==> config.mk <==
export PLATFORM = sky130hd
export DESIGN_NAME = ofl_top
export DESIGN_NICKNAME = d
export VERILOG_FILES = /design/src/rtl/ofl_pkg.sv /design/src/rtl/ofl_wr_if.sv /design/src/rtl/ofl_cfg_regs.sv /design/src/rtl/ofl_pipe.sv /design/src/rtl/ofl_top.sv
export VERILOG_INCLUDE_DIRS = /design/src /design/src/rtl
export SDC_FILE = /design/constraint.sdc
export NUM_CORES = 2
export LEC_CHECK = 0
export ABC_AREA = 0
export BUFFER_PORTS_ARGS = -buffer_cell sky130_fd_sc_hd__buf_2
export CORE_UTILIZATION = 54
export DETAILED_ROUTE_END_ITERATION = 8
export MAX_ROUTING_LAYER = met4
export PLACE_DENSITY = 0.73
export SKIP_LAST_GASP = 1
export SLEW_MARGIN = 40
export SYNTH_ARGS = -nofsm -noshare
export SYNTH_HDL_FRONTEND = slang
export SYNTH_SLANG_ARGS = --single-unit
==> constraint.sdc <==
create_clock -name clk_in -period 5.15 [get_ports clk_in]
set_input_delay 0.7725 -clock clk_in [delete_from_list [all_inputs] [get_ports clk_in]]
set_output_delay 0.7725 -clock clk_in [all_outputs]
set_load 0.03 [all_outputs]
==> src/rtl/ofl_cfg.svh <==
`ifndef OFL_CFG_SVH
`define OFL_CFG_SVH

// ------------------------------------------------------------------------
// Channel count and data path widths
// ------------------------------------------------------------------------
`define OFL_N_CHAN   8
`define OFL_W_CHAN   3
`define OFL_W_DELTA  18
`define OFL_W_MULT   8
`define OFL_W_RS     5
`define OFL_W_DOUT   32

// Configuration write bus
`define OFL_W_ADDR   4
`define OFL_W_WDATA  32

// ------------------------------------------------------------------------
// Write bus address map
// ------------------------------------------------------------------------
`define OFL_ADDR_MIN       4'd0
`define OFL_ADDR_MAX       4'd1
`define OFL_ADDR_INIT      4'd2
`define OFL_ADDR_MULT      4'd3
`define OFL_ADDR_RS        4'd4
`define OFL_ADDR_ADD_CHAN  4'd5
// Request registers act on data bit 0
`define OFL_ADDR_INJ       4'd6
`define OFL_ADDR_CLR       4'd7

`endif

==> src/rtl/ofl_pkg.sv <==
`include "ofl_cfg.svh"

package ofl_pkg;

    // Channel index
    typedef logic [`OFL_W_CHAN-1:0] chan_t;

    // Add channel is one bit wider, so N_CHAN and above select no partner
    typedef logic [`OFL_W_CHAN:0] add_chan_t;

    // Reset value of every add channel entry
    localparam add_chan_t ADD_CHAN_NONE = add_chan_t'(`OFL_N_CHAN);

    // Input sample and per-channel gain
    typedef logic signed [`OFL_W_DELTA-1:0] delta_t;
    typedef logic signed [`OFL_W_MULT-1:0] mult_t;

    // Arithmetic right shift amount
    typedef logic [`OFL_W_RS-1:0] rs_t;

    // Full product width, the shift never needs more
    typedef logic signed [`OFL_W_DELTA+`OFL_W_MULT-1:0] scaled_t;

    // Filter output, bounds and initial value
    typedef logic signed [`OFL_W_DOUT-1:0] dout_t;

    // Write bus fields
    typedef logic [`OFL_W_ADDR-1:0] wr_addr_t;
    typedef logic [`OFL_W_WDATA-1:0] wr_data_t;

endpackage

==> src/rtl/ofl_wr_if.sv <==
`timescale 1ns/100ps

// Configuration write bus
// A write lands on the rising edge where en is high, with no acknowledge
interface ofl_wr_if import ofl_pkg::*; ();

    logic     en;
    wr_addr_t addr;
    chan_t    chan;
    wr_data_t data;

    // Driven from the top-level write ports
    modport source (output en, output addr, output chan, output data);

    // Register block side
    modport sink (input en, input addr, input chan, input data);

endinterface

==> src/rtl/ofl_cfg_regs.sv <==
`timescale 1ns/100ps

`include "ofl_cfg.svh"

module ofl_cfg_regs import ofl_pkg::*; (
    input  logic                   clk_in,
    input  logic                   reset,
    ofl_wr_if.sink                 wr,
    input  logic                   dv_in,
    input  logic                   inj_taken,
    output dout_t                  min_cfg [0:`OFL_N_CHAN-1],
    output dout_t                  max_cfg [0:`OFL_N_CHAN-1],
    output dout_t                  init_cfg [0:`OFL_N_CHAN-1],
    output mult_t                  mult_cfg [0:`OFL_N_CHAN-1],
    output rs_t                    rs_cfg [0:`OFL_N_CHAN-1],
    output add_chan_t              add_chan_cfg [0:`OFL_N_CHAN-1],
    output logic [`OFL_N_CHAN-1:0] clr_mask,
    output logic                   inj_req,
    output chan_t                  inj_chan
);

    // Pending inject requests, one per channel
    logic [`OFL_N_CHAN-1:0] inj_pend;
    logic [`OFL_N_CHAN-1:0] inj_next;
    // Requests still eligible this cycle
    logic [`OFL_N_CHAN-1:0] inj_live;

    // ------------------------------------------------------------------------
    // Configuration arrays
    // ------------------------------------------------------------------------

    // Bounds, init, gain and shift hold no reset
    always_ff @(posedge clk_in) begin
        if (wr.en) begin
            case (wr.addr)
                `OFL_ADDR_MIN:  min_cfg[wr.chan]  <= wr.data[`OFL_W_DOUT-1:0];
                `OFL_ADDR_MAX:  max_cfg[wr.chan]  <= wr.data[`OFL_W_DOUT-1:0];
                `OFL_ADDR_INIT: init_cfg[wr.chan] <= wr.data[`OFL_W_DOUT-1:0];
                `OFL_ADDR_MULT: mult_cfg[wr.chan] <= wr.data[`OFL_W_MULT-1:0];
                `OFL_ADDR_RS:   rs_cfg[wr.chan]   <= wr.data[`OFL_W_RS-1:0];
                default: begin
                end
            endcase
        end
    end

    // Partner selection starts out as none for every channel
    always_ff @(posedge clk_in) begin
        if (reset) begin
            for (int i = 0; i < `OFL_N_CHAN; i++) begin
                add_chan_cfg[i] <= ADD_CHAN_NONE;
            end
        end else if (wr.en && wr.addr == `OFL_ADDR_ADD_CHAN) begin
            add_chan_cfg[wr.chan] <= wr.data[`OFL_W_CHAN:0];
        end
    end

    // ------------------------------------------------------------------------
    // Request registers
    // ------------------------------------------------------------------------

    // Write sets or drops a request, the granted one falls, clear wins last
    always_comb begin
        inj_next = inj_pend;
        if (wr.en && wr.addr == `OFL_ADDR_INJ) begin
            inj_next[wr.chan] = wr.data[0];
        end
        if (inj_taken) begin
            inj_next[inj_chan] = 1'b0;
        end
        inj_next = inj_next & ~clr_mask;
    end

    always_ff @(posedge clk_in) begin
        if (reset) begin
            inj_pend <= '0;
            clr_mask <= '0;
        end else begin
            inj_pend <= inj_next;
            // Clear pulses are one cycle long unless written again
            clr_mask <= '0;
            if (wr.en && wr.addr == `OFL_ADDR_CLR) begin
                clr_mask[wr.chan] <= wr.data[0];
            end
        end
    end

    // ------------------------------------------------------------------------
    // Inject arbiter
    // ------------------------------------------------------------------------

    // A channel under clear is not offered
    assign inj_live = inj_pend & ~clr_mask;

    // Downward scan so the lowest pending channel is chosen last
    always_comb begin
        inj_chan = '0;
        for (int i = `OFL_N_CHAN - 1; i >= 0; i--) begin
            if (inj_live[i]) begin
                inj_chan = chan_t'(i);
            end
        end
    end

    // Injection only uses idle input slots
    assign inj_req = (|inj_live) && !dv_in;

endmodule

==> src/rtl/ofl_pipe.sv <==
`timescale 1ns/100ps

`include "ofl_cfg.svh"

module ofl_pipe import ofl_pkg::*; (
    input  logic                   clk_in,
    input  logic                   reset,
    input  logic                   dv_in,
    input  chan_t                  chan_in,
    input  delta_t                 delta_in,
    input  dout_t                  min_cfg [0:`OFL_N_CHAN-1],
    input  dout_t                  max_cfg [0:`OFL_N_CHAN-1],
    input  dout_t                  init_cfg [0:`OFL_N_CHAN-1],
    input  mult_t                  mult_cfg [0:`OFL_N_CHAN-1],
    input  rs_t                    rs_cfg [0:`OFL_N_CHAN-1],
    input  add_chan_t              add_chan_cfg [0:`OFL_N_CHAN-1],
    input  logic [`OFL_N_CHAN-1:0] clr_mask,
    input  logic                   inj_req,
    input  chan_t                  inj_chan,
    output logic                   inj_taken,
    output logic                   dv_out,
    output chan_t                  chan_out,
    output dout_t                  data_out
);

    // Scaled delta plus partner, then one more bit for the previous output
    localparam int W_SUM = $bits(scaled_t) + 1;
    localparam int W_UC  = ((W_SUM > `OFL_W_DOUT) ? W_SUM : `OFL_W_DOUT) + 1;

    typedef logic signed [W_SUM-1:0] sum_t;
    typedef logic signed [W_UC-1:0]  uc_t;

    // Per-channel state
    dout_t   prev_mem [0:`OFL_N_CHAN-1];
    scaled_t scaled_mem [0:`OFL_N_CHAN-1];

    // Channels flushed this cycle, all of them on reset
    logic [`OFL_N_CHAN-1:0] flush_chan;

    // Input selection
    logic   sel_inj;
    chan_t  sel_chan;
    delta_t sel_delta;

    // Stage registers
    logic      valid_p1, valid_p2, valid_p3, valid_p4, valid_p5;
    logic      inj_p1, inj_p2, inj_p3, inj_p4;
    chan_t     chan_p1, chan_p2, chan_p3, chan_p4, chan_p5;
    delta_t    delta_p1;
    mult_t     mult_p1;
    rs_t       rs_p1;
    add_chan_t add_chan_p1;
    scaled_t   scaled_p2, add_scaled_p2;
    sum_t      sum_p3;
    dout_t     prev_p3, max_p3, min_p3;
    dout_t     clamp_p4, init_p4;
    dout_t     result_p5;

    // Combinational arithmetic
    scaled_t product;
    uc_t     uc_sum;
    dout_t   result;

    assign flush_chan = clr_mask | {`OFL_N_CHAN{reset}};

    // ------------------------------------------------------------------------
    // Stage 1 fetch
    // ------------------------------------------------------------------------

    // Idle input slot goes to a pending injection with zero delta
    assign sel_inj   = inj_req && !dv_in;
    assign sel_chan  = dv_in ? chan_in : inj_chan;
    assign sel_delta = dv_in ? delta_in : '0;
    assign inj_taken = sel_inj;

    always_ff @(posedge clk_in) begin
        if (reset) begin
            valid_p1 <= 1'b0;
        end else begin
            valid_p1 <= (dv_in || sel_inj) && !clr_mask[sel_chan];
        end
        inj_p1      <= sel_inj;
        chan_p1     <= sel_chan;
        delta_p1    <= sel_delta;
        mult_p1     <= mult_cfg[sel_chan];
        rs_p1       <= rs_cfg[sel_chan];
        add_chan_p1 <= add_chan_cfg[sel_chan];
    end

    // ------------------------------------------------------------------------
    // Stage 2 scale
    // ------------------------------------------------------------------------

    // Sized by the assignment so the full product is kept
    assign product = delta_p1 * mult_p1;

    always_ff @(posedge clk_in) begin
        if (reset) begin
            valid_p2 <= 1'b0;
        end else begin
            valid_p2 <= valid_p1 && !clr_mask[chan_p1];
        end
        inj_p2    <= inj_p1;
        chan_p2   <= chan_p1;
        scaled_p2 <= product >>> rs_p1;
        // Partner's last stored scaled delta, zero when there is none
        if (add_chan_p1 < `OFL_N_CHAN) begin
            add_scaled_p2 <= scaled_mem[add_chan_p1[`OFL_W_CHAN-1:0]];
        end else begin
            add_scaled_p2 <= '0;
        end
    end

    // ------------------------------------------------------------------------
    // Stage 3 add partner, store scaled delta
    // ------------------------------------------------------------------------
    always_ff @(posedge clk_in) begin
        if (reset) begin
            valid_p3 <= 1'b0;
        end else begin
            valid_p3 <= valid_p2 && !clr_mask[chan_p2];
        end
        inj_p3  <= inj_p2;
        chan_p3 <= chan_p2;
        sum_p3  <= scaled_p2 + add_scaled_p2;
        prev_p3 <= prev_mem[chan_p2];
        max_p3  <= max_cfg[chan_p2];
        min_p3  <= min_cfg[chan_p2];
    end

    // Zeroing on reset or clear overrides a store to the same entry
    always_ff @(posedge clk_in) begin
        if (valid_p2) begin
            scaled_mem[chan_p2] <= scaled_p2;
        end
        for (int i = 0; i < `OFL_N_CHAN; i++) begin
            if (flush_chan[i]) begin
                scaled_mem[i] <= '0;
            end
        end
    end

    // ------------------------------------------------------------------------
    // Stage 4 accumulate and clamp
    // ------------------------------------------------------------------------
    assign uc_sum = sum_p3 + prev_p3;

    always_ff @(posedge clk_in) begin
        if (reset) begin
            valid_p4 <= 1'b0;
        end else begin
            valid_p4 <= valid_p3 && !clr_mask[chan_p3];
        end
        inj_p4  <= inj_p3;
        chan_p4 <= chan_p3;
        init_p4 <= init_cfg[chan_p3];
        // Saturate at the channel bounds
        if (uc_sum > max_p3) begin
            clamp_p4 <= max_p3;
        end else if (uc_sum < min_p3) begin
            clamp_p4 <= min_p3;
        end else begin
            clamp_p4 <= uc_sum[`OFL_W_DOUT-1:0];
        end
    end

    // ------------------------------------------------------------------------
    // Stage 5 select and writeback
    // ------------------------------------------------------------------------

    // Injection forces the initial value
    assign result = inj_p4 ? init_p4 : clamp_p4;

    always_ff @(posedge clk_in) begin
        if (reset) begin
            valid_p5 <= 1'b0;
        end else begin
            valid_p5 <= valid_p4 && !clr_mask[chan_p4];
        end
        chan_p5   <= chan_p4;
        result_p5 <= result;
    end

    // Reload from init on reset or clear, taking priority over writeback
    always_ff @(posedge clk_in) begin
        if (valid_p4) begin
            prev_mem[chan_p4] <= result;
        end
        for (int i = 0; i < `OFL_N_CHAN; i++) begin
            if (flush_chan[i]) begin
                prev_mem[i] <= init_cfg[i];
            end
        end
    end

    // Output registers, five edges after the input was taken
    always_ff @(posedge clk_in) begin
        if (reset) begin
            dv_out <= 1'b0;
        end else begin
            dv_out <= valid_p5 && !clr_mask[chan_p5];
        end
        chan_out <= chan_p5;
        data_out <= result_p5;
    end

endmodule

==> src/rtl/ofl_top.sv <==
`timescale 1ns/100ps

`include "ofl_cfg.svh"

module ofl_top import ofl_pkg::*; (
    input  logic     clk_in,
    input  logic     reset,
    input  logic     dv_in,
    input  chan_t    chan_in,
    input  delta_t   delta_in,
    input  logic     wr_en,
    input  wr_addr_t wr_addr,
    input  chan_t    wr_chan,
    input  wr_data_t wr_data,
    output logic     dv_out,
    output chan_t    chan_out,
    output dout_t    data_out
);

    // Configuration from the register block to the pipeline
    dout_t                  min_cfg [0:`OFL_N_CHAN-1];
    dout_t                  max_cfg [0:`OFL_N_CHAN-1];
    dout_t                  init_cfg [0:`OFL_N_CHAN-1];
    mult_t                  mult_cfg [0:`OFL_N_CHAN-1];
    rs_t                    rs_cfg [0:`OFL_N_CHAN-1];
    add_chan_t              add_chan_cfg [0:`OFL_N_CHAN-1];
    logic [`OFL_N_CHAN-1:0] clr_mask;

    // Inject handshake between the two blocks
    logic  inj_req;
    chan_t inj_chan;
    logic  inj_taken;

    // Write bus built from the plain top-level ports
    ofl_wr_if wr_bus ();

    assign wr_bus.en   = wr_en;
    assign wr_bus.addr = wr_addr;
    assign wr_bus.chan = wr_chan;
    assign wr_bus.data = wr_data;

    ofl_cfg_regs u_cfg_regs (
        .clk_in       (clk_in),
        .reset        (reset),
        .wr           (wr_bus.sink),
        .dv_in        (dv_in),
        .inj_taken    (inj_taken),
        .min_cfg      (min_cfg),
        .max_cfg      (max_cfg),
        .init_cfg     (init_cfg),
        .mult_cfg     (mult_cfg),
        .rs_cfg       (rs_cfg),
        .add_chan_cfg (add_chan_cfg),
        .clr_mask     (clr_mask),
        .inj_req      (inj_req),
        .inj_chan     (inj_chan)
    );

    ofl_pipe u_pipe (
        .clk_in       (clk_in),
        .reset        (reset),
        .dv_in        (dv_in),
        .chan_in      (chan_in),
        .delta_in     (delta_in),
        .min_cfg      (min_cfg),
        .max_cfg      (max_cfg),
        .init_cfg     (init_cfg),
        .mult_cfg     (mult_cfg),
        .rs_cfg       (rs_cfg),
        .add_chan_cfg (add_chan_cfg),
        .clr_mask     (clr_mask),
        .inj_req      (inj_req),
        .inj_chan     (inj_chan),
        .inj_taken    (inj_taken),
        .dv_out       (dv_out),
        .chan_out     (chan_out),
        .data_out     (data_out)
    );

endmodule

After elaboration in Yosys (flattened, before gate mapping)
Memories as Yosys holds them, arrays and structs flattened. A register that Yosys moved wholly into a read port is not among the register bits.
Index checks and enable logic that the tools add are counted.

cells by class
  add/sub/neg operators = 2
  multiply operators = 1
  magnitude comparators = 18
  equality and inequality tests = 7
  shifts and indexed selects = 1
  muxes and demuxes = 83
  bitwise operators = 12
  reductions and logical operators = 31

operators by type and width
  kind                                                                   number
  256-bit bitwise mux                                                    3
  32-bit two-way mux                                                     10
  32-bit binary-select mux with 3-bit select                             3
  32-bit demux with 3-bit select                                         1
  64-bit bitwise mux                                                     1
  40-bit bitwise mux                                                     1
  8-bit two-way mux                                                      5
  27-bit by 32-bit adder with 33-bit output                              1
  33-bit by 32-bit > comparator with 1-bit output                        1
  33-bit by 32-bit < comparator with 1-bit output                        1
  8-bit AND                                                              4
  32-bit bitwise mux                                                     1
  3-bit by 4-bit < comparator with 1-bit output, second input constant   8
  1-bit two-way mux                                                      28
  26-bit by 26-bit adder with 27-bit output                              1
  3-bit two-way mux                                                      9
  18-bit by 8-bit multiplier with 26-bit output                          1
  26-bit by 5-bit >>> shifter with 26-bit output                         1
  8-bit binary-select mux with 3-bit select                              1
  8-bit demux with 3-bit select                                          1
  1-bit binary-select mux with 3-bit select                              6
  4-bit by 3-bit equality test with 1-bit output, second input constant  4
  4-bit greater-or-equal comparator, second input constant               4
  3-bit inverter with 4-bit output                                       4
  23 further kinds                                                       55

word-level totals
  register bits = 1228
  RAM bits = 464
  input port bits = 64
  output and inout bits = 36
  logic and storage cells = 235
  memories = 2

memory list
  memory             depth  width  read ports  clocked after memory_dff  wr ports  line            RTL
  u_pipe.prev_mem    8      32     1           1                         9         ofl_pipe.sv:34  dout_t prev_mem [0:`OFL_N_CHAN-1];
  u_pipe.scaled_mem  8      26     1           1                         9         ofl_pipe.sv:35  scaled_t scaled_mem [0:`OFL_N_CHAN-1];

Depth between registers and ports, before layout
  depth in word-level cells = 18
  gate-level depth with buffers = 26
  mapped depth without buffers = 24

Hierarchy
From an unflattened synthesis, not the netlist that was laid out.

unflattened totals
  cell total of the unflattened synthesis = 5839
  area, all modules = 76382.0 µm²

by module, submodules not included
  module        instances  cells an instance  area an instance (µm²)  sequential area each (µm²)
  ofl_pipe      1          4699               47777.1                 19178.4
  ofl_cfg_regs  1          1140               28604.9                 27146.0

Least setup slack after synthesis
Ideal clock, no wire load.

  kind = reg2reg
  from = register u_pipe.mult_p1[7]
  to = register u_pipe.scaled_p2[2]
  setup time = 0.114 ns
  data arrival time = 5.470 ns
  data required time = 5.036 ns
  slack = -0.435 ns
  cell stages (with the launch flop) = 19
  path buffers = 1
  clock period less this slack = 5.585 ns
  cells stage by stage = dfxtp_1 clkinv_1 clkbuf_1 fa_1 fa_1 inv_1 fa_1 inv_1 fa_1 inv_1 ha_1 nand3_1 nor2_2 o2111ai_2 and4_4 or4_4 mux4_2 mux4_2 a21bo_1

between the ends
  word-level cells in the longest chain between the ends = 2

ends and longest elaborated chain
  element                                         line             RTL
  from (decl)                                     ofl_pipe.sv:50   mult_t mult_p1;
  from (signal assigned)                          ofl_pipe.sv:85   mult_p1 <= mult_cfg[sel_chan];
  18-bit by 8-bit multiplier with 26-bit output   ofl_pipe.sv:95   assign product = delta_p1 * mult_p1;
  26-bit by 5-bit >>> shifter with 26-bit output  ofl_pipe.sv:105  scaled_p2 <= product >>> rs_p1;
  to (signal assigned)                            ofl_pipe.sv:105
  to (decl)                                       ofl_pipe.sv:53   scaled_t scaled_p2, add_scaled_p2;

Every way passes these cells.
A chain may end at the register's enable or synchronous reset.

Worst setup path in the final report
  from = register u_pipe.mult_p1[2]
  to = register u_pipe.scaled_p2[4]

The elaborated chain is that of the path after synthesis.

==> run summary <==
Area grow syn2layout: 16.0%
Post-route DRC violation count: 0
Failing checks: setup timing
Die height: 378 um
Arrival @ worst endpoint: 6240 ps
Vias per inst: 6.03
Dpl hpwl: 126000 um
Remaining antenna violation count after routing: 0
Htree depth: 4
Worst Clk Skew: 51.7 ps
TritonCTS Buffers: 172
Critical path fanouts, max: 8
Worst-skew pair later-pin latency: 830 ps
Layout Nets: 6388
CTS tree: built
Top post-synthesis cells by count: edfxtp_1, nand2_1, dfxtp_1, mux4_2
Critical path class: reg -> reg
Synth Flop Type: edfxtp_1
Final Cycle Share: 107%
Worst setup margin: -359 ps
Cts hold-fix bufs: 0
Detailed-route via count: 48704
Post-synth top area cell: edfxtp_1
Post-synth EDFFs: 1128
Status: finished, violations left
Reg2reg start: u_pipe.mult_p1[2]
FMAX: 182 MHz
Final TNS setup: -5280 ps
Post-synth ARST share: 0%
Leak pwr: 31.9 nW
Initial detailed-routing violation count: 4607
DP Area: 81300 um^2
Critical Path Sink Type: flip-flop
Synthesized area: 76400 um^2
Routed WL: 204000 um
Worst-path cell chain: buf_12 -> and2_4 -> fa_1 -> fa_1 -> fa_1 -> inv_1 -> fa_1 -> inv_2 -> ha_4 -> or4_4 -> o211ai_4 -> buf_6 -> a21boi_2 -> o211ai_1 -> buf_4 -> mux2i_1 -> mux2_4 -> or2_4 -> a211oi_2 -> a311o_1
RSZ-0062 raised after global routing: true
Antenna violations before repair: 14
Cell mode on critical path: fa_1
Peak VDD IR: 0.580 mV
Initial Utilization: 54.6%
Number of max-cap violations: 0
Crit path time final: 5510 ps
Pwr Density: 531 nW/um^2
Remaining global-route overflow: 0
Hold_sp: delta_in[14]
Final slew viol count: 0
Core Area: 140000 um^2
# rows: 137
Final setup fails: 24
Slowest-stage cell, CP: or4_4
First-pass GRT wire length: 304000 um
Count leader, synth: edfxtp_1
Non-Filler Instances: 8073
Synth warn: 0
Reg clk slew, reported paths: 60 ps
Placed cell count: 7705
Average size of a mapped cell: 13.4 um^2
Die Area: 143000 um^2
Slew @ Worst Pin: 972 ps
Hold Crit Class: in -> reg
Crit path from: u_pipe.mult_p1[2]
Clock root cell: clkbuf_16
DRT Pass-1 Iters: 6
Routed WL per cell: 25.2 um
Number of global-route vias before repair: 48752
FILL cells: 10008
Crit path launch type: flip-flop
Synthesized Nets: 6067
RePlAce Congestion: 0.922
Port Buffers: 99
Top cell type's share of synthesized area: 44.4%
Relative slew slack: 35.1%
Netlist cell types: 97
# IOs: 100
Layout cell share with drive strength beyond 1: 24.4%
Hold Worst Slack: 178 ps
GR Util All Layers: 29.5%
Fin util: 63.3%
Clock Path Buffers: 3
CTS sink count: 1750
CP required: 5880 ps
Fin. Hold Viols: 0
Max incr delay on CP: 550 ps
Sequential fraction of the synthesis area: 60.7%
Die Wd: 378 um
Post-Syn Instances: 5714
Final Cell Area: 88600 um^2
Ranking of synthesized cells by area: edfxtp_1, dfxtp_1, mux4_2
Largest net degree at the start of global routing: 81
Post-synthesis register bit count: 1750
==> metrics by stage <==
step	total power, mW	worst slack (ps)
4_1_cts	46.0	-381
2_1_floorplan	25.4	-115
3_5_place_dp	32.1	-609
6_report	47.0	-359
5_1_grt	49.1	-490
3_3_place_gp	31.9	-560
==> routing by layer <==
metal	GRT usage [%]	vias to the layer above	part of all wire, %
li1	-	21449	-
met1	38.8	24295	39
met4	10.6	0	3.4
met2	45.9	2520	47
met5	-	-	0
met3	5.84	440	9.8
==> report_power, final <==
part | total, mW | switching [mW] | internal [mW] | leakage, nW
Clock | 13.2 | 5.58 | 7.62 | 2.94
Sequential | 17.2 | 0.949 | 16.2 | 15.5
Combinational | 16.6 | 8.85 | 7.77 | 13.4
Total | 47.0 | 15.4 | 31.6 | 31.9
==> area by class of cell <==
class / instances / area (um^2) / area share [%]
Timing Repair Buffer: 475 / 3740 / 4.22
Sequential cell: 1750 / 46400 / 52.4
Antenna cell: 13 / 32.5 / 0.0367
Inverter: 284 / 1070 / 1.21
Multi-Input combinational cell: 3352 / 28900 / 32.7
Clock inverter: 103 / 1320 / 1.49
Clock buffer: 220 / 4750 / 5.36
Tap cell: 1876 / 2350 / 2.65
==> path summary, 6_finish.rpt <==
path | to | slack, ps | cells after the start
max | u_pipe.scaled_p2[4] | -360 | 20
min | u_pipe.delta_p1[14] | 180 | 2
max reg2reg | u_pipe.scaled_p2[4] | -360 | 20
min reg2reg | u_pipe.data_out[2] | 330 | 0
==> kinds of logic after synthesis <==
group           count (synthesis)  synth area share (%)
mux                           609                  14.1
xor+xnor                       67                 0.768
compound gates                940                  7.11
flops                        1750                  60.7
simple gates                 1447                  8.28
buf+inv                       612                  3.18
fa+ha+maj                     289                  5.88
==> repair_timing <==
item / 4_1_cts / 5_1_grt
resized for setup: 105 / 115
buffers inserted: 18 / 16
pin swaps: 42 / 68
endpoints found under the setup margin: 57 / 55
==> layout by cell type, fill, tap and decap left out, types with 19 or more instances in the layout <==
master     count
dfxtp_1      595
inv_1        272
nand4_1       19
a21oi_1      333
clkbuf_1      25
bufinv_16     20
o21ai_0      333
a21o_1        60
clkinv_2      33
xnor2_1       46
clkbuf_16    175
nor3_1        38
ha_1         157
nand3_1       26
nand2b_1      25
buf_4        333
buf_2         96
fa_1         111
mux2i_1       99
nor2_1       180
mux2_2       140
edfxtp_1    1128
nor2_4        34
nor2b_1       32
nand2_1      864
and2_1       119
clkinv_1      20
mux4_2       360
clkbuf_8      20
==> worst max-delay path: cells and delay by family, from the launching register on <==
| kind | cells | cell delay [ps] |
|---|---|---|
| AOI/OAI and AO/OA | 5 | 1010 |
| adders and majority gates | 5 | 2140 |
| buffers and inverters | 5 | 550 |
| and+or+nand+nor | 3 | 930 |
| DFF | 1 | 380 |
| muxes | 2 | 440 |
==> flip-flops by register name, indices dropped and copies added, names as in the netlist, 40 cells and up <==
| name | flops |
|---|---|
| u_cfg_regs.init_cfg | 256 |
| u_cfg_regs.max_cfg | 256 |
| u_cfg_regs.min_cfg | 256 |
| u_cfg_regs.mult_cfg | 64 |
| u_cfg_regs.rs_cfg | 40 |
| u_pipe.prev_mem | 256 |
| u_pipe.scaled_mem | 208 |
No activity file was read; power rests on OpenSTA's default activity.
